`src/isa_pkg.sv`:
```
`default_nettype none

package isa_pkg;

    typedef enum logic [6:0] {
        opc_op     = 7'b0110011,
        opc_op_imm = 7'b0010011,
        opc_load   = 7'b0000011,
        opc_store  = 7'b0100011,
        opc_branch = 7'b1100011,
        opc_lui    = 7'b0110111,
        opc_auipc  = 7'b0010111,
        opc_jal    = 7'b1101111,
        opc_jalr   = 7'b1100111
    } opcode_t;

    typedef enum logic [3:0] {
        alu_add, alu_sub, alu_sll, alu_slt, alu_sltu, alu_xor,
        alu_srl, alu_sra, alu_or, alu_and, alu_pass_b
    } alu_op_t;

    typedef enum logic [2:0] {
        br_none, br_beq, br_bne, br_blt, br_bge, br_bltu, br_bgeu
    } branch_t;

    typedef enum logic [1:0] {
        mem_word, mem_byte_signed, mem_byte_unsigned
    } mem_size_t;

    // op / op_imm
    localparam logic [2:0] F3_ADD_SUB = 3'b000;
    localparam logic [2:0] F3_SLL     = 3'b001;
    localparam logic [2:0] F3_SLT     = 3'b010;
    localparam logic [2:0] F3_SLTU    = 3'b011;
    localparam logic [2:0] F3_XOR     = 3'b100;
    localparam logic [2:0] F3_SRL_SRA = 3'b101;
    localparam logic [2:0] F3_OR      = 3'b110;
    localparam logic [2:0] F3_AND     = 3'b111;
    // branches
    localparam logic [2:0] F3_BEQ  = 3'b000;
    localparam logic [2:0] F3_BNE  = 3'b001;
    localparam logic [2:0] F3_BLT  = 3'b100;
    localparam logic [2:0] F3_BGE  = 3'b101;
    localparam logic [2:0] F3_BLTU = 3'b110;
    localparam logic [2:0] F3_BGEU = 3'b111;
    // loads, stores, jalr
    localparam logic [2:0] F3_BYTE   = 3'b000;
    localparam logic [2:0] F3_WORD   = 3'b010;
    localparam logic [2:0] F3_BYTE_U = 3'b100;
    localparam logic [2:0] F3_JALR   = 3'b000;

    localparam logic [6:0] F7_BASE = 7'b0000000;
    localparam logic [6:0] F7_ALT  = 7'b0100000; // sub, sra

    typedef struct packed {
        logic [6:0] funct7;
        logic [4:0] rs2;
        logic [4:0] rs1;
        logic [2:0] funct3;
        logic [4:0] rd;
        opcode_t    opcode;
    } r_fmt_t;

    typedef struct packed {
        logic [11:0] imm;
        logic [4:0]  rs1;
        logic [2:0]  funct3;
        logic [4:0]  rd;
        opcode_t     opcode;
    } i_fmt_t;

    typedef struct packed {
        logic [6:0] imm_hi;
        logic [4:0] rs2;
        logic [4:0] rs1;
        logic [2:0] funct3;
        logic [4:0] imm_lo;
        opcode_t    opcode;
    } s_fmt_t;

    typedef struct packed {
        logic       imm_12;
        logic [5:0] imm_10_5;
        logic [4:0] rs2;
        logic [4:0] rs1;
        logic [2:0] funct3;
        logic [3:0] imm_4_1;
        logic       imm_11;
        opcode_t    opcode;
    } b_fmt_t;

    typedef struct packed {
        logic [19:0] imm;
        logic [4:0]  rd;
        opcode_t     opcode;
    } u_fmt_t;

    typedef struct packed {
        logic       imm_20;
        logic [9:0] imm_10_1;
        logic       imm_11;
        logic [7:0] imm_19_12;
        logic [4:0] rd;
        opcode_t    opcode;
    } j_fmt_t;

    typedef union packed {
        r_fmt_t r;
        i_fmt_t i;
        s_fmt_t s;
        b_fmt_t b;
        u_fmt_t u;
        j_fmt_t j;
    } rv_instr_u;

    localparam logic [31:0] INSTR_NOP = 32'h0000_0013; // addi x0, x0, 0

endpackage

`default_nettype wire

```
`src/core_pkg.sv`:
```
`default_nettype none

package core_pkg;

    import isa_pkg::*;

    localparam int XLEN        = 32;
    localparam int REG_COUNT   = 32;
    localparam int REG_ADDR_W  = 5;
    localparam int DMEM_WORDS  = 256;
    localparam int DMEM_ADDR_W = 8;   // word index, byte offset excluded

    typedef logic [XLEN-1:0]       word_t;
    typedef logic [REG_ADDR_W-1:0] reg_addr_t;

    localparam word_t RESET_PC = '0;

    typedef enum logic [1:0] {
        wb_alu, wb_mem, wb_pc4
    } wb_sel_t;

    typedef struct packed {
        alu_op_t   alu_op;
        logic      a_sel_pc;   // a = pc instead of rs1
        logic      b_sel_imm;  // b = imm instead of rs2
        branch_t   branch;
        logic      jump;
        logic      jump_reg;   // jalr base is rs1
        logic      mem_read;
        logic      mem_write;
        mem_size_t mem_size;
        logic      reg_write;
        wb_sel_t   wb_sel;
    } ctrl_t;

    typedef struct packed {
        logic      we;
        reg_addr_t rd;
        word_t     data;
    } retire_t;

endpackage

`default_nettype wire

```
`src/pc_unit.sv`:
```
`timescale 1ns/1ps
`default_nettype none

module pc_unit import isa_pkg::*, core_pkg::*; (
    input  logic  clk,
    input  logic  reset,
    input  ctrl_t ctrl,
    input  word_t rs1_data,
    input  word_t rs2_data,
    input  word_t imm,
    output word_t pc,
    output word_t pc_plus4
);

    word_t pc_next;
    word_t target;
    logic  taken;

    always_comb begin
        case (ctrl.branch)
            br_beq:  taken = (rs1_data == rs2_data);
            br_bne:  taken = (rs1_data != rs2_data);
            br_blt:  taken = ($signed(rs1_data) < $signed(rs2_data));
            br_bge:  taken = ($signed(rs1_data) >= $signed(rs2_data));
            br_bltu: taken = (rs1_data < rs2_data);
            br_bgeu: taken = (rs1_data >= rs2_data);
            default: taken = 1'b0;
        endcase
    end

    assign pc_plus4 = pc + word_t'(4);

    // jalr clears bit 0 of the sum
    assign target  = ctrl.jump_reg ? ((rs1_data + imm) & ~word_t'(1)) : (pc + imm);
    assign pc_next = (ctrl.jump || taken) ? target : pc_plus4;

    always_ff @(posedge clk or negedge reset) begin
        if (!reset) begin
            pc <= RESET_PC;
        end else begin
            pc <= pc_next;
        end
    end

    pc_align_a: assert property (@(posedge clk) disable iff (!reset) pc[1:0] == 2'b00)
        else $error("pc lost word alignment: %h", pc);

endmodule

`default_nettype wire

```
`config.mk`:
```
export PLATFORM = sky130hd
export DESIGN_NAME = pc_unit
export DESIGN_NICKNAME = d
export VERILOG_FILES = /design/src/isa_pkg.sv /design/src/core_pkg.sv /design/src/pc_unit.sv
export SDC_FILE = /design/constraint.sdc
export NUM_CORES = 1
export LEC_CHECK = 0
export ABC_CLOCK_PERIOD_IN_PS = 2950
export BUFFER_PORTS_ARGS = -buffer_cell sky130_fd_sc_hd__buf_2
export CAP_MARGIN = 40
export CELL_PAD_IN_SITES_DETAIL_PLACEMENT = 1
export CELL_PAD_IN_SITES_GLOBAL_PLACEMENT = 2
export CORE_ASPECT_RATIO = 1.75
export CORE_MARGIN = 8
export CORE_UTILIZATION = 30
export DETAILED_ROUTE_END_ITERATION = 8
export GPL_ROUTABILITY_DRIVEN = 0
export PLACE_DENSITY_LB_ADDON = 0.1
export REMOVE_ABC_BUFFERS = 1
export SETUP_SLACK_MARGIN = 0.4
export SLEW_MARGIN = 5
export SYNTH_ARGS = -nofsm -noshare
export SYNTH_HDL_FRONTEND = slang
export SYNTH_SLANG_ARGS = --single-unit
```
`constraint.sdc`:
```
create_clock -name clk -period 2.95 [get_ports clk]
set_input_delay 0.59 -clock clk [delete_from_list [all_inputs] [get_ports clk]]
set_output_delay 0.59 -clock clk [all_outputs]
set_load 0.005 [all_outputs]
```
==> results of run 1 <==
## layer usage
layer / wire [um] / track usage [%] / vias up
met5: 0 / 0 / -
met4: 1570 / 13.5 / 0
met3: 944 / 3.85 / 61
met2: 17600 / 44.9 / 173
met1: 10500 / 19.6 / 3776
li1: - / - / 3831
## power by group
| group | internal [mW] | switching (mW) |
|---|---|---|
| logic | 3.24 | 3.20 |
| registers | 0.657 | 0.272 |
| clock network | 0.446 | 0.239 |
## worst paths after layout
check | startpoint | endpoint | slack (ps) | cells after the start
worst max-delay path | rs1_data[21] | pc[3] | -60 | 12
worst min register to register | pc[2] | pc[2] | 610 | 2
worst max register to register | pc[6] | pc[29] | -30 | 13
min in group clk | pc[2] | pc[2] | 610 | 2
max in group asynchronous | reset | pc[18] | 2150 | 2
worst min-delay path | reset | pc[31] | 270 | 1
## final cells by class
| type | count | area share (%) |
|---|---|---|
| clock buffers | 7 | 1.43 |
| multi-input cells | 721 | 56.2 |
| inverters | 52 | 1.88 |
| clock inverters | 1 | 0.282 |
| well taps | 248 | 2.91 |
| flip-flops and latches | 32 | 7.52 |
| repair buffers | 429 | 29.8 |
## worst register-to-register path, delay by kind of cell (launching register included)
family | cells | cell delay, ps
AOI/OAI and AO/OA | 9 | 1670
buffers and inverters | 3 | 470
DFF | 1 | 410
adders and majority gates | 1 | 320
## cell families (layout without fill, tap and decap cells)
kind of cell               count (synthesis)  in the layout  synth area share, %
and+or+nand+nor                          273            273                 21.5
AOI/OAI and AO/OA                        259            259                 27.0
adders and majority gates                 96             96                 19.7
xor gates and xnor gates                  81             81                 11.5
buffers and inverters                     76            489                 5.47
DFF                                       32             32                 13.0
muxes                                     12             12                 2.00
## per-stage QoR
stage / setup slack [ps] / cell area, um2
after floorplan: -596 / 6040
after global placement: -519 / 8780
after detailed placement: -598 / 8830
after CTS: -8.05 / 9830
after global routing: -173 / 10700
final: -57.7 / 10700
## cell usage in the layout, fill, tap and decap left out, drive strengths merged, types with 3 or more instances in the layout
| master | count |
|---|---|
| clkbuf | 11 |
| nor2 | 81 |
| nor2b | 6 |
| a31oi | 4 |
| xnor2 | 47 |
| buf | 425 |
| o21bai | 6 |
| or2 | 4 |
| nor3 | 18 |
| nor4 | 6 |
| a21oi | 104 |
| a41oi | 3 |
| and4 | 3 |
| dfrtp | 32 |
| nand2b | 10 |
| a211oi | 16 |
| nand2 | 68 |
| mux2 | 3 |
| a21o | 33 |
| o211ai | 15 |
| xor2 | 34 |
| and2 | 7 |
| mux2i | 9 |
| nand4 | 24 |
| and3 | 11 |
| o21a | 6 |
| or3 | 4 |
| o21ai | 46 |
| ha | 94 |
| inv | 52 |
| nand3 | 25 |
## cells in the mapped netlist, drive strengths merged (6+ instances only)
cell type	instances
o211ai	15
nand3	25
dfrtp	32
a21o	33
xor2	34
o21a	6
buf	13
ha	94
nor4	6
nor3	18
clkbuf	11
a21oi	104
o21ai	46
nand2b	10
xnor2	47
nor2	81
a211oi	16
and2	7
and3	11
nor2b	6
mux2i	9
o21bai	6
nand2	68
nand4	24
inv	52
## repair_timing
| item | CTS | global route |
|---|---|---|
| pin swaps | 55 | 39 |
| gates cloned | 0 | 6 |
| setup endpoints to repair | 54 | 54 |
| resized for setup | 140 | 112 |
| buffers inserted | 28 | 19 |
==> summary.log, run 1 <==
qor: logic_synthesis.synth-warning-count 0
qor: detailed_routing.drc_errors 0
qor: logic_synthesis.synth.top_cells.by_area sky130_fd_sc_hd__ha_1, sky130_fd_sc_hd__dfrtp_1, sky130_fd_sc_hd__a21oi_1
qor: clock_network.clock_tree.buffer_depth 2
qor: clock_network.cts_sinks 32
qor: logic_synthesis.synthesis.instances 829
qor: run_status.failing_checks negative setup slack
qor: detailed_routing.drt_wl_total 30600 um
qor: sta.timing.final.crit_share 102%
qor: layout.seqCellArea 802 um2
qor: floorplan.dieHeight 206 um
qor: critical_path.timing.critical_path.cells buf_2, ha_1, a21oi_1, o21ai_2, a221oi_2, o211ai_1, or2_4, or3_4, o2111ai_4, buf_6, buf_12, mux2_4
qor: sta.timing.final.ws_setup -57.7 ps
qor: sta.max_freq 0.332 GHz
qor: critical_path.worst-path-buf-inv 3
qor: place.dp_hpwl 24700 um
qor: place.portBuffers 166
qor: sta.report.final.hold_viol_count 0
qor: clock_network.worst_skew_pair.late_latency 300 ps
qor: sta.fin_worst_hold_slack 265 ps
qor: clock_network.hold_buffers 0
qor: layout.synthToLayoutAreaGrowth 72.5%
qor: clock_network.cts_inserted_buffers 5
qor: detailed_routing.first_iter_violations 210
qor: pwr.total_leakage_power 5.18 nW
qor: layout.fill_cells 2493
qor: grt.grt_first_pass_wirelength 45000 um
qor: layout.finalNetCount 1453
qor: floorplan.area_of_the_die 0.0256 mm2
qor: logic_synthesis.synth.top_cell.area_share 19.0%
qor: clock_network.root_buf_cell sky130_fd_sc_hd__clkbuf_16
qor: layout.largest_register_ffs 32
qor: sta.finalSetupTns -150 ps
qor: logic_synthesis.postSynthRegisterBits 32
qor: pwr.ir_drop_worst_case_vdd 0.000422 V
qor: clock_network.htreeDepth 2
qor: pwr.design_power_total 8.05 mW
qor: floorplan.floorplan.initialDensity 30.5%
qor: pwr.power_density 755 mW/mm2
qor: floorplan.row_count 69
qor: sta.normalized_max_slew_margin 62.4%
qor: clock_network.clk_pin_slew 60 ps
qor: grt.grt_start_max_net_pins 35
qor: critical_path.criticalPathCategory in -> reg
qor: detailed_routing.vias_per_cell 5.26
qor: logic_synthesis.async_reset_ff_share 100%
qor: critical_path.timing.critical_path.slowest_stage_cell sky130_fd_sc_hd__or3_4
qor: layout.multi_input_area 0.00599 mm2
qor: floorplan.floorplan.die.width 125 um
qor: critical_path.critPathMaxFanout 8
qor: grt.grt_use_total 22.1%
qor: clock_network.tritoncts_clock_tree done
qor: critical_path.critical_path.endpoint_type flop
qor: logic_synthesis.mappedNetlistArea 0.00618 mm2
qor: detailed_routing.wire_per_inst 20.5 um
qor: detailed_routing.drt_first_pass_iters 4
qor: layout.largest_registers pc: 32 flops
qor: critical_path.critical-path-top-delay-family compound AO/OA/AOI/OAI gates
qor: sta.rsz0062_at_grt yes
qor: logic_synthesis.synth_largest_area_cell sky130_fd_sc_hd__ha_1
qor: logic_synthesis.synth_flop_cell sky130_fd_sc_hd__dfrtp_1
qor: place.total_placed_cells_including_tap_cells 1429
qor: layout.post_route_cells_drive_above_1_share 48.4%
qor: sta.tightestPinTransition 564 ps
qor: detailed_routing.postRouteAntennaNets 0
qor: grt.initial_antenna_violation_count 0
qor: logic_synthesis.post_synth.cell_area_avg 7.46 um2
qor: critical_path.startpoint_type input pin
qor: grt.grt-ovfl-total 0
qor: grt.grt_pass1_vias 8780
qor: logic_synthesis.post_synth_num_cell_types 67
qor: sta.drv_slew 0
qor: run_status.outcome complete, but fails checks
qor: critical_path.worstPathArrival 3190 ps
qor: detailed_routing.detailroute.via_count 7841
qor: layout.post_layout_nonfiller_instances 1490
qor: logic_synthesis.synth_edf_count 0
qor: sta.setup-violations-final 5
qor: critical_path.worst_ep_required_time 3140 ps
qor: sta.final.setup_skew 2.86 ps
qor: layout.antenna_cells_inserted 0
qor: job.drv.max_cap_violation_count 0
qor: hold_path.timing.hold.worst.class in -> async
qor: layout.final_core_util 52.6%
qor: floorplan.io_pins 180
qor: critical_path.timing.critical_path.slowest_cell_delay 340 ps
qor: layout.largest-register pc
qor: logic_synthesis.ys_seq_area_share 13.0%
qor: floorplan.core_area 0.0203 mm2
qor: sta.finalCriticalPeriod 3010 ps
No activity file was read; power rests on OpenSTA's default activity.
==> run 2: changes to the inputs <==
--- a/config.mk
+++ b/config.mk
@@ -15,7 +15,7 @@
 export CORE_UTILIZATION = 30
 export DETAILED_ROUTE_END_ITERATION = 8
 export GPL_ROUTABILITY_DRIVEN = 0
-export PLACE_DENSITY_LB_ADDON = 0.1
+export PLACE_DENSITY = 0.88
 export REMOVE_ABC_BUFFERS = 1
 export SETUP_SLACK_MARGIN = 0.4
 export SLEW_MARGIN = 5
==> run 2 against run 1 <==
  * The run still ends with negative setup slack left
  * Setup slack worse by 97 ps
  * Register-to-register slack worse by 40 ps
  * Critical path depth up 4
  * Clock power down 13%
  * Maximum frequency down 3.1%
  * Non-clock buffer count down 11
  * Core utilization down 1.8 points
  * Global-route usage down 0.22 points
  * Sequential cell count unchanged
  * Clock skew up 14 ps
  * Final area down 3.4%
  * Sequential power up 6.2%
  * Largest power group unchanged
  * Highest routed layer unchanged
==> summary.log, run 2 (same netlist as run 1, synthesis figures left out) <==
qor: place.portBuffers 166
qor: floorplan.io_pins 180
qor: detailed_routing.wire_per_inst 21.1 um
qor: sta.rsz0062_at_grt yes
qor: job.drv.max_cap_violation_count 0
qor: detailed_routing.first_iter_violations 317
qor: clock_network.worst_skew_pair.late_latency 300 ps
qor: sta.timing.final.ws_setup -154 ps
qor: clock_network.tritoncts_clock_tree done
qor: sta.final.setup_skew 17.3 ps
qor: floorplan.area_of_the_die 0.0256 mm2
qor: floorplan.floorplan.initialDensity 30.5%
qor: clock_network.hold_buffers 0
qor: sta.report.final.hold_viol_count 0
qor: run_status.failing_checks negative setup slack
qor: sta.finalSetupTns -1710 ps
qor: detailed_routing.detailroute.via_count 8084
qor: pwr.power.sequential.fraction 12.4%
qor: floorplan.dieHeight 206 um
qor: clock_network.htreeDepth 2
qor: layout.largest_register_ffs 32
qor: sta.timing.final.crit_share 105%
qor: pwr.netSwitchingPower 3.79 mW
qor: pwr.p_sw_share 47.7%
qor: layout.fill_cells 2527
qor: layout.post_layout_nonfiller_instances 1479
qor: critical_path.worst_ep_required_time 3150 ps
qor: pwr.power.clock.fraction 7.5%
qor: clock_network.cts_inserted_buffers 5
qor: sta.finalCriticalPeriod 3100 ps
qor: critical_path.critical_path.endpoint_type flop
qor: critical_path.startpoint_type input pin
qor: layout.layout_common_cells sky130_fd_sc_hd__buf_4, sky130_fd_sc_hd__buf_2, sky130_fd_sc_hd__ha_1
qor: critical_path.r2r-start pc[0]
qor: detailed_routing.vias_per_cell 5.47
qor: floorplan.core_area 0.0203 mm2
qor: grt.grt-ovfl-total 0
qor: critical_path.criticalPathCategory in -> reg
qor: sta.fin_worst_hold_slack 211 ps
qor: run_status.outcome complete, but fails checks
qor: sta.drv_slew 0
qor: grt.grt_use_total 21.9%
qor: clock_network.clock_tree.buffer_depth 2
qor: critical_path.timing.critical_path.slowest_cell_delay 410 ps
qor: layout.largest-register pc
qor: clock_network.cts_sinks 32
qor: layout.final_core_util 50.8%
qor: critical_path.worstPathArrival 3300 ps
qor: grt.grt_first_pass_wirelength 44900 um
qor: critical_path.timing.critical_path.cells buf_2, ha_4, nand4_1, buf_4, buf_4, buf_4, a21oi_4, o31a_1, buf_4, nor3_2, or3b_4, o2111ai_4, buf_12, buf_16, nor2_1, a21oi_2
qor: grt.initial_antenna_violation_count 0
qor: pwr.power_density 772 mW/mm2
qor: layout.post_route_cells_drive_above_1_share 46.5%
qor: sta.max_freq 0.322 GHz
qor: place.dp_hpwl 23800 um
qor: place.total_placed_cells_including_tap_cells 1399
qor: critical_path.timing.reg2reg.worst_path_depth 12
qor: layout.multi_input_area 0.00589 mm2
qor: detailed_routing.postRouteAntennaNets 0
qor: pwr.ir_drop_worst_case_vdd 0.000467 V
qor: critical_path.timing.critical_path.slowest_stage_cell sky130_fd_sc_hd__or3b_4
qor: layout.seqCellArea 805 um2
qor: sta.tightestPinTransition 486 ps
qor: sta.normalized_max_slew_margin 67.6%
qor: pwr.power_report.internal_total 4.15 mW
qor: layout.synthToLayoutAreaGrowth 66.7%
qor: critical_path.worstSetupStartpoint rs1_data[13]
qor: clock_network.clk_pin_slew 80 ps
qor: floorplan.floorplan.die.width 125 um
qor: layout.finalNetCount 1442
qor: layout.layout.cells.most_common sky130_fd_sc_hd__buf_4
qor: grt.grt_start_max_net_pins 39
qor: detailed_routing.drt_wl_total 31200 um
qor: hold_path.timing.hold.worst.class in -> async
qor: sta.setup-violations-final 29
qor: critical_path.crit_top_cell sky130_fd_sc_hd__buf_4
qor: floorplan.row_count 69
qor: layout.largest_registers pc: 32 flops
qor: critical_path.critPathMaxFanout 8
qor: detailed_routing.drt_first_pass_iters 4
qor: layout.antenna_cells_inserted 0
qor: grt.grt_pass1_vias 8862
qor: pwr.total_leakage_power 5.03 nW
qor: clock_network.root_buf_cell sky130_fd_sc_hd__clkbuf_16
qor: pwr.power.share.combinational 80.1%
qor: detailed_routing.drc_errors 0
[run 2: cell types whose count changed in the layout (fill, tap and decap cells not counted), sizes merged]
cell | before | now
buf | 425 | 417
clkbuf | 11 | 8
bufinv | 1 | 0
clkinvlp | 0 | 1
[run 2: repair_timing]
item,in CTS,in global routing
resized for setup,125,90
setup endpoints to repair,53,54
pin swaps,54,33
cloned,1,1
setup buffers,38,32
[run 2: power by group through the flow]
| stage | registers [mW] | clock network [mW] | logic, mW |
|---|---|---|---|
| after global routing | 1.02 | 0.611 | 6.84 |
| after detailed placement | 0.939 | 0 | 5.13 |
| final | 0.986 | 0.594 | 6.37 |
| after global placement | 0.931 | 0 | 4.99 |
| after floorplan | 0.952 | 0 | 2.74 |
| after CTS | 0.973 | 0.602 | 5.67 |
[run 2: area by class of cell]
cell class | count | area share [%]
flip-flops and latches | 32 | 7.81
multi-input cells | 721 | 57.1
repair buffers | 418 | 28.6
inverters | 52 | 1.97
well taps | 248 | 3.01
clock inverters | 1 | 0.0729
clock buffers | 7 | 1.38
[run 2: per-layer routing]
| layer | share of wire [%] | global-route usage [%] | up-vias | routed length, um |
|---|---|---|---|---|
| met5 | 0 | 0 | - | 0 |
| met4 | 6.5 | 13.7 | 0 | 2010 |
| met3 | 2.9 | 2.54 | 97 | 919 |
| met2 | 57 | 45.7 | 231 | 17900 |
| met1 | 33 | 19.0 | 3943 | 10400 |
| li1 | - | - | 3813 | - |
[run 2: worst paths after layout]
check                               to  slack (ps)
worst max-delay path            pc[20]        -150
worst min-delay path             pc[1]         210
worst max register to register  pc[14]         -70
worst min register to register   pc[0]         710
max in group asynchronous       pc[17]        2210
min in group clk                 pc[0]         710
[run 2: critical path, delay by kind of cell]
family | cells | cell delay, ps
compound gates | 4 | 630
fa+ha+maj | 1 | 270
buf+inv | 7 | 1110
simple gates | 4 | 680
[run 2: per-stage QoR]
step                      area (um2)  worst slack, ps  power (mW)
after CTS                       9650            -58.4        7.25
after global placement          8560             -455        5.92
after detailed placement        8580             -501        6.07
after global routing           10300             -237        8.47
final                          10300             -154        7.95
after floorplan                 6040             -596        3.69
==> run 3: changes to the inputs <==
--- a/config.mk
+++ b/config.mk
@@ -6,17 +6,16 @@
 export NUM_CORES = 1
 export LEC_CHECK = 0
 export ABC_CLOCK_PERIOD_IN_PS = 2950
-export BUFFER_PORTS_ARGS = -buffer_cell sky130_fd_sc_hd__buf_2
 export CAP_MARGIN = 40
 export CELL_PAD_IN_SITES_DETAIL_PLACEMENT = 1
 export CELL_PAD_IN_SITES_GLOBAL_PLACEMENT = 2
 export CORE_ASPECT_RATIO = 1.75
 export CORE_MARGIN = 8
-export CORE_UTILIZATION = 30
+export CORE_UTILIZATION = 37
 export DETAILED_ROUTE_END_ITERATION = 8
+export DONT_BUFFER_PORTS = 1
 export GPL_ROUTABILITY_DRIVEN = 0
 export PLACE_DENSITY = 0.88
-export REMOVE_ABC_BUFFERS = 1
 export SETUP_SLACK_MARGIN = 0.4
 export SLEW_MARGIN = 5
 export SYNTH_ARGS = -nofsm -noshare
==> run 3 against run 2 <==
  * The run still ends with negative setup slack left
  * Routed wire length shrank 14%
  * Via count shrank 14%
  * Final area shrank 12%
  * Non-clock buffer count shrank 254
  * Critical path type unchanged
  * Power shrank 10%
  * Critical endpoint is now pc[3]
  * Global-route usage grew 1.6 points
==> summary.log, run 3 (same netlist as run 1, synthesis figures left out) <==
qor: critical_path.timing.critical_path.slowest_stage_cell sky130_fd_sc_hd__or3_4
qor: sta.tightestPinTransition 441 ps
qor: place.dp_hpwl 21700 um
qor: sta.max_freq 0.334 GHz
qor: clock_network.worst_skew_pair.late_latency 280 ps
qor: pwr.design_power_total 7.15 mW
qor: job.drv.max_cap_violation_count 0
qor: layout.layout_common_cells sky130_fd_sc_hd__buf_4, sky130_fd_sc_hd__ha_1, sky130_fd_sc_hd__a21oi_1
qor: critical_path.worst-path-buf-inv 3
qor: detailed_routing.postRouteAntennaNets 0
qor: critical_path.timing.critical_path.slowest_cell_delay 390 ps
qor: sta.final.setup_skew 3.96 ps
qor: clock_network.clock_tree.buffer_depth 2
qor: layout.largest-register pc
qor: layout.final_core_util 55.1%
qor: logic_synthesis.mappedNetlistNets 1041
qor: layout.finalNetCount 1188
qor: critical_path.startpoint_type input pin
qor: pwr.ir_drop_worst_case_vdd 0.000535 V
qor: detailed_routing.drt_wl_total 26800 um
qor: critical_path.criticalPathCategory in -> reg
qor: floorplan.floorplan.initialDensity 37.8%
qor: clock_network.cts_sinks 32
qor: sta.rsz0062_at_grt yes
qor: critical_path.critPathMaxFanout 6
qor: floorplan.area_of_the_die 0.0213 mm2
qor: grt.grt_start_max_net_pins 57
qor: critical_path.timing.critical_path.cells inv_4, ha_4, nand4_1, nor2_1, a221o_1, o31a_1, or2_4, or3_4, o2111ai_4, buf_12, clkbuf_16, mux2_4
qor: layout.antenna_cells_inserted 0
qor: sta.timing.final.crit_share 102%
qor: detailed_routing.wire_per_inst 22.3 um
qor: detailed_routing.vias_per_cell 5.78
qor: grt.grt_pass1_vias 7593
qor: floorplan.core_area 0.0164 mm2
qor: detailed_routing.drc_errors 0
qor: grt.initial_antenna_violation_count 0
qor: hold_path.timing.hold.worst.class in -> async
qor: layout.largest_registers pc: 32 flops
qor: detailed_routing.first_iter_violations 199
qor: sta.drv_slew 0
qor: sta.report.final.hold_viol_count 0
qor: pwr.total_leakage_power 3.99 nW
qor: sta.timing.final.ws_setup -44.5 ps
qor: clock_network.htreeDepth 2
qor: floorplan.io_pins 180
qor: detailed_routing.drt_first_pass_iters 4
qor: clock_network.clk_pin_slew 50 ps
qor: layout.post_route_cells_drive_above_1_share 35.0%
qor: clock_network.cts_inserted_buffers 5
qor: sta.finalCriticalPeriod 2990 ps
qor: layout.synthToLayoutAreaGrowth 46.0%
qor: pwr.power_density 793 mW/mm2
qor: floorplan.row_count 62
qor: critical_path.worstPathArrival 3150 ps
qor: grt.grt-ovfl-total 0
qor: grt.grt_first_pass_wirelength 39000 um
qor: clock_network.tritoncts_clock_tree done
qor: detailed_routing.detailroute.via_count 6942
qor: clock_network.root_buf_cell sky130_fd_sc_hd__clkbuf_16
qor: floorplan.dieHeight 187 um
qor: sta.normalized_max_slew_margin 69.8%
qor: run_status.failing_checks negative setup slack
qor: critical_path.worst_ep_required_time 3110 ps
qor: floorplan.floorplan.die.width 114 um
qor: layout.fill_cells 1927
qor: sta.setup-violations-final 2
qor: layout.layout.cells.most_common sky130_fd_sc_hd__buf_4
qor: place.portBuffers 0
qor: grt.grt_use_total 23.5%
qor: critical_path.critical_path.endpoint_type flop
qor: critical_path.critical-path-top-delay-family simple AND/OR/NAND/NOR gates
qor: layout.largest_register_ffs 32
qor: run_status.outcome complete, but fails checks
run 3: where the power goes:
group | total (mW) | internal (mW) | switching [mW]
combinational | 5.62 | 2.62 | 3.00
clock | 0.520 | 0.336 | 0.184
sequential | 1.01 | 0.658 | 0.355
total | 7.15 | 3.61 | 3.54
run 3: timing repair:
action                                 in CTS  in global routing
resized for setup                          65                139
endpoints found under the hold margin       4                  0
buffers inserted                           12                 28
cloned                                      0                  2
hold buffers                                1                  0
pin swaps                                  28                 59
setup endpoints to repair                  49                 50
run 3: cell type report:
cell class                      instances  area, um2  area share [%]
Clock buffer                            8        146            1.62
Tap cell                              224        280            3.11
Sequential cell                        32        803            8.90
Timing Repair Buffer                  164       1420            15.7
Inverter                               52        229            2.54
Multi-Input combinational cell        721       6150            68.1
run 3: final timing paths:
check                                   from  endpoint  slack [ps]  cells after the start
worst min-delay path                   reset    pc[26]           9                      0
worst min register to register         pc[2]     pc[2]         660                      2
min in group clk                     ctrl[7]     pc[0]         510                      2
worst max register to register        pc[14]    pc[31]          60                     12
max in group asynchronous              reset    pc[22]        2160                      1
worst max-delay path            rs2_data[13]     pc[3]         -40                     12
run 3: stage by stage:
step                cells  hold WS, ps  TNS (ps)  worst slack, ps  instance area, um2
floorplan             829          294         0             12.2                6410
global placement     1150          296     -5900             -262                7460
detailed placement   1150          296     -7780             -315                7460
CTS                  1171        0.537         0             37.7                8010
global route         1201        -1.73     -1560             -105                9020
finish               1201         9.41     -73.3            -44.5                9020
run 3: layer usage:
metal	wire, um	GRT usage [%]	vias to the layer above
li1	-	-	3318
met1	7610	17.4	3336
met2	15400	48.3	204
met3	1720	6.40	84
met4	2080	16.2	0
met5	0	0	-
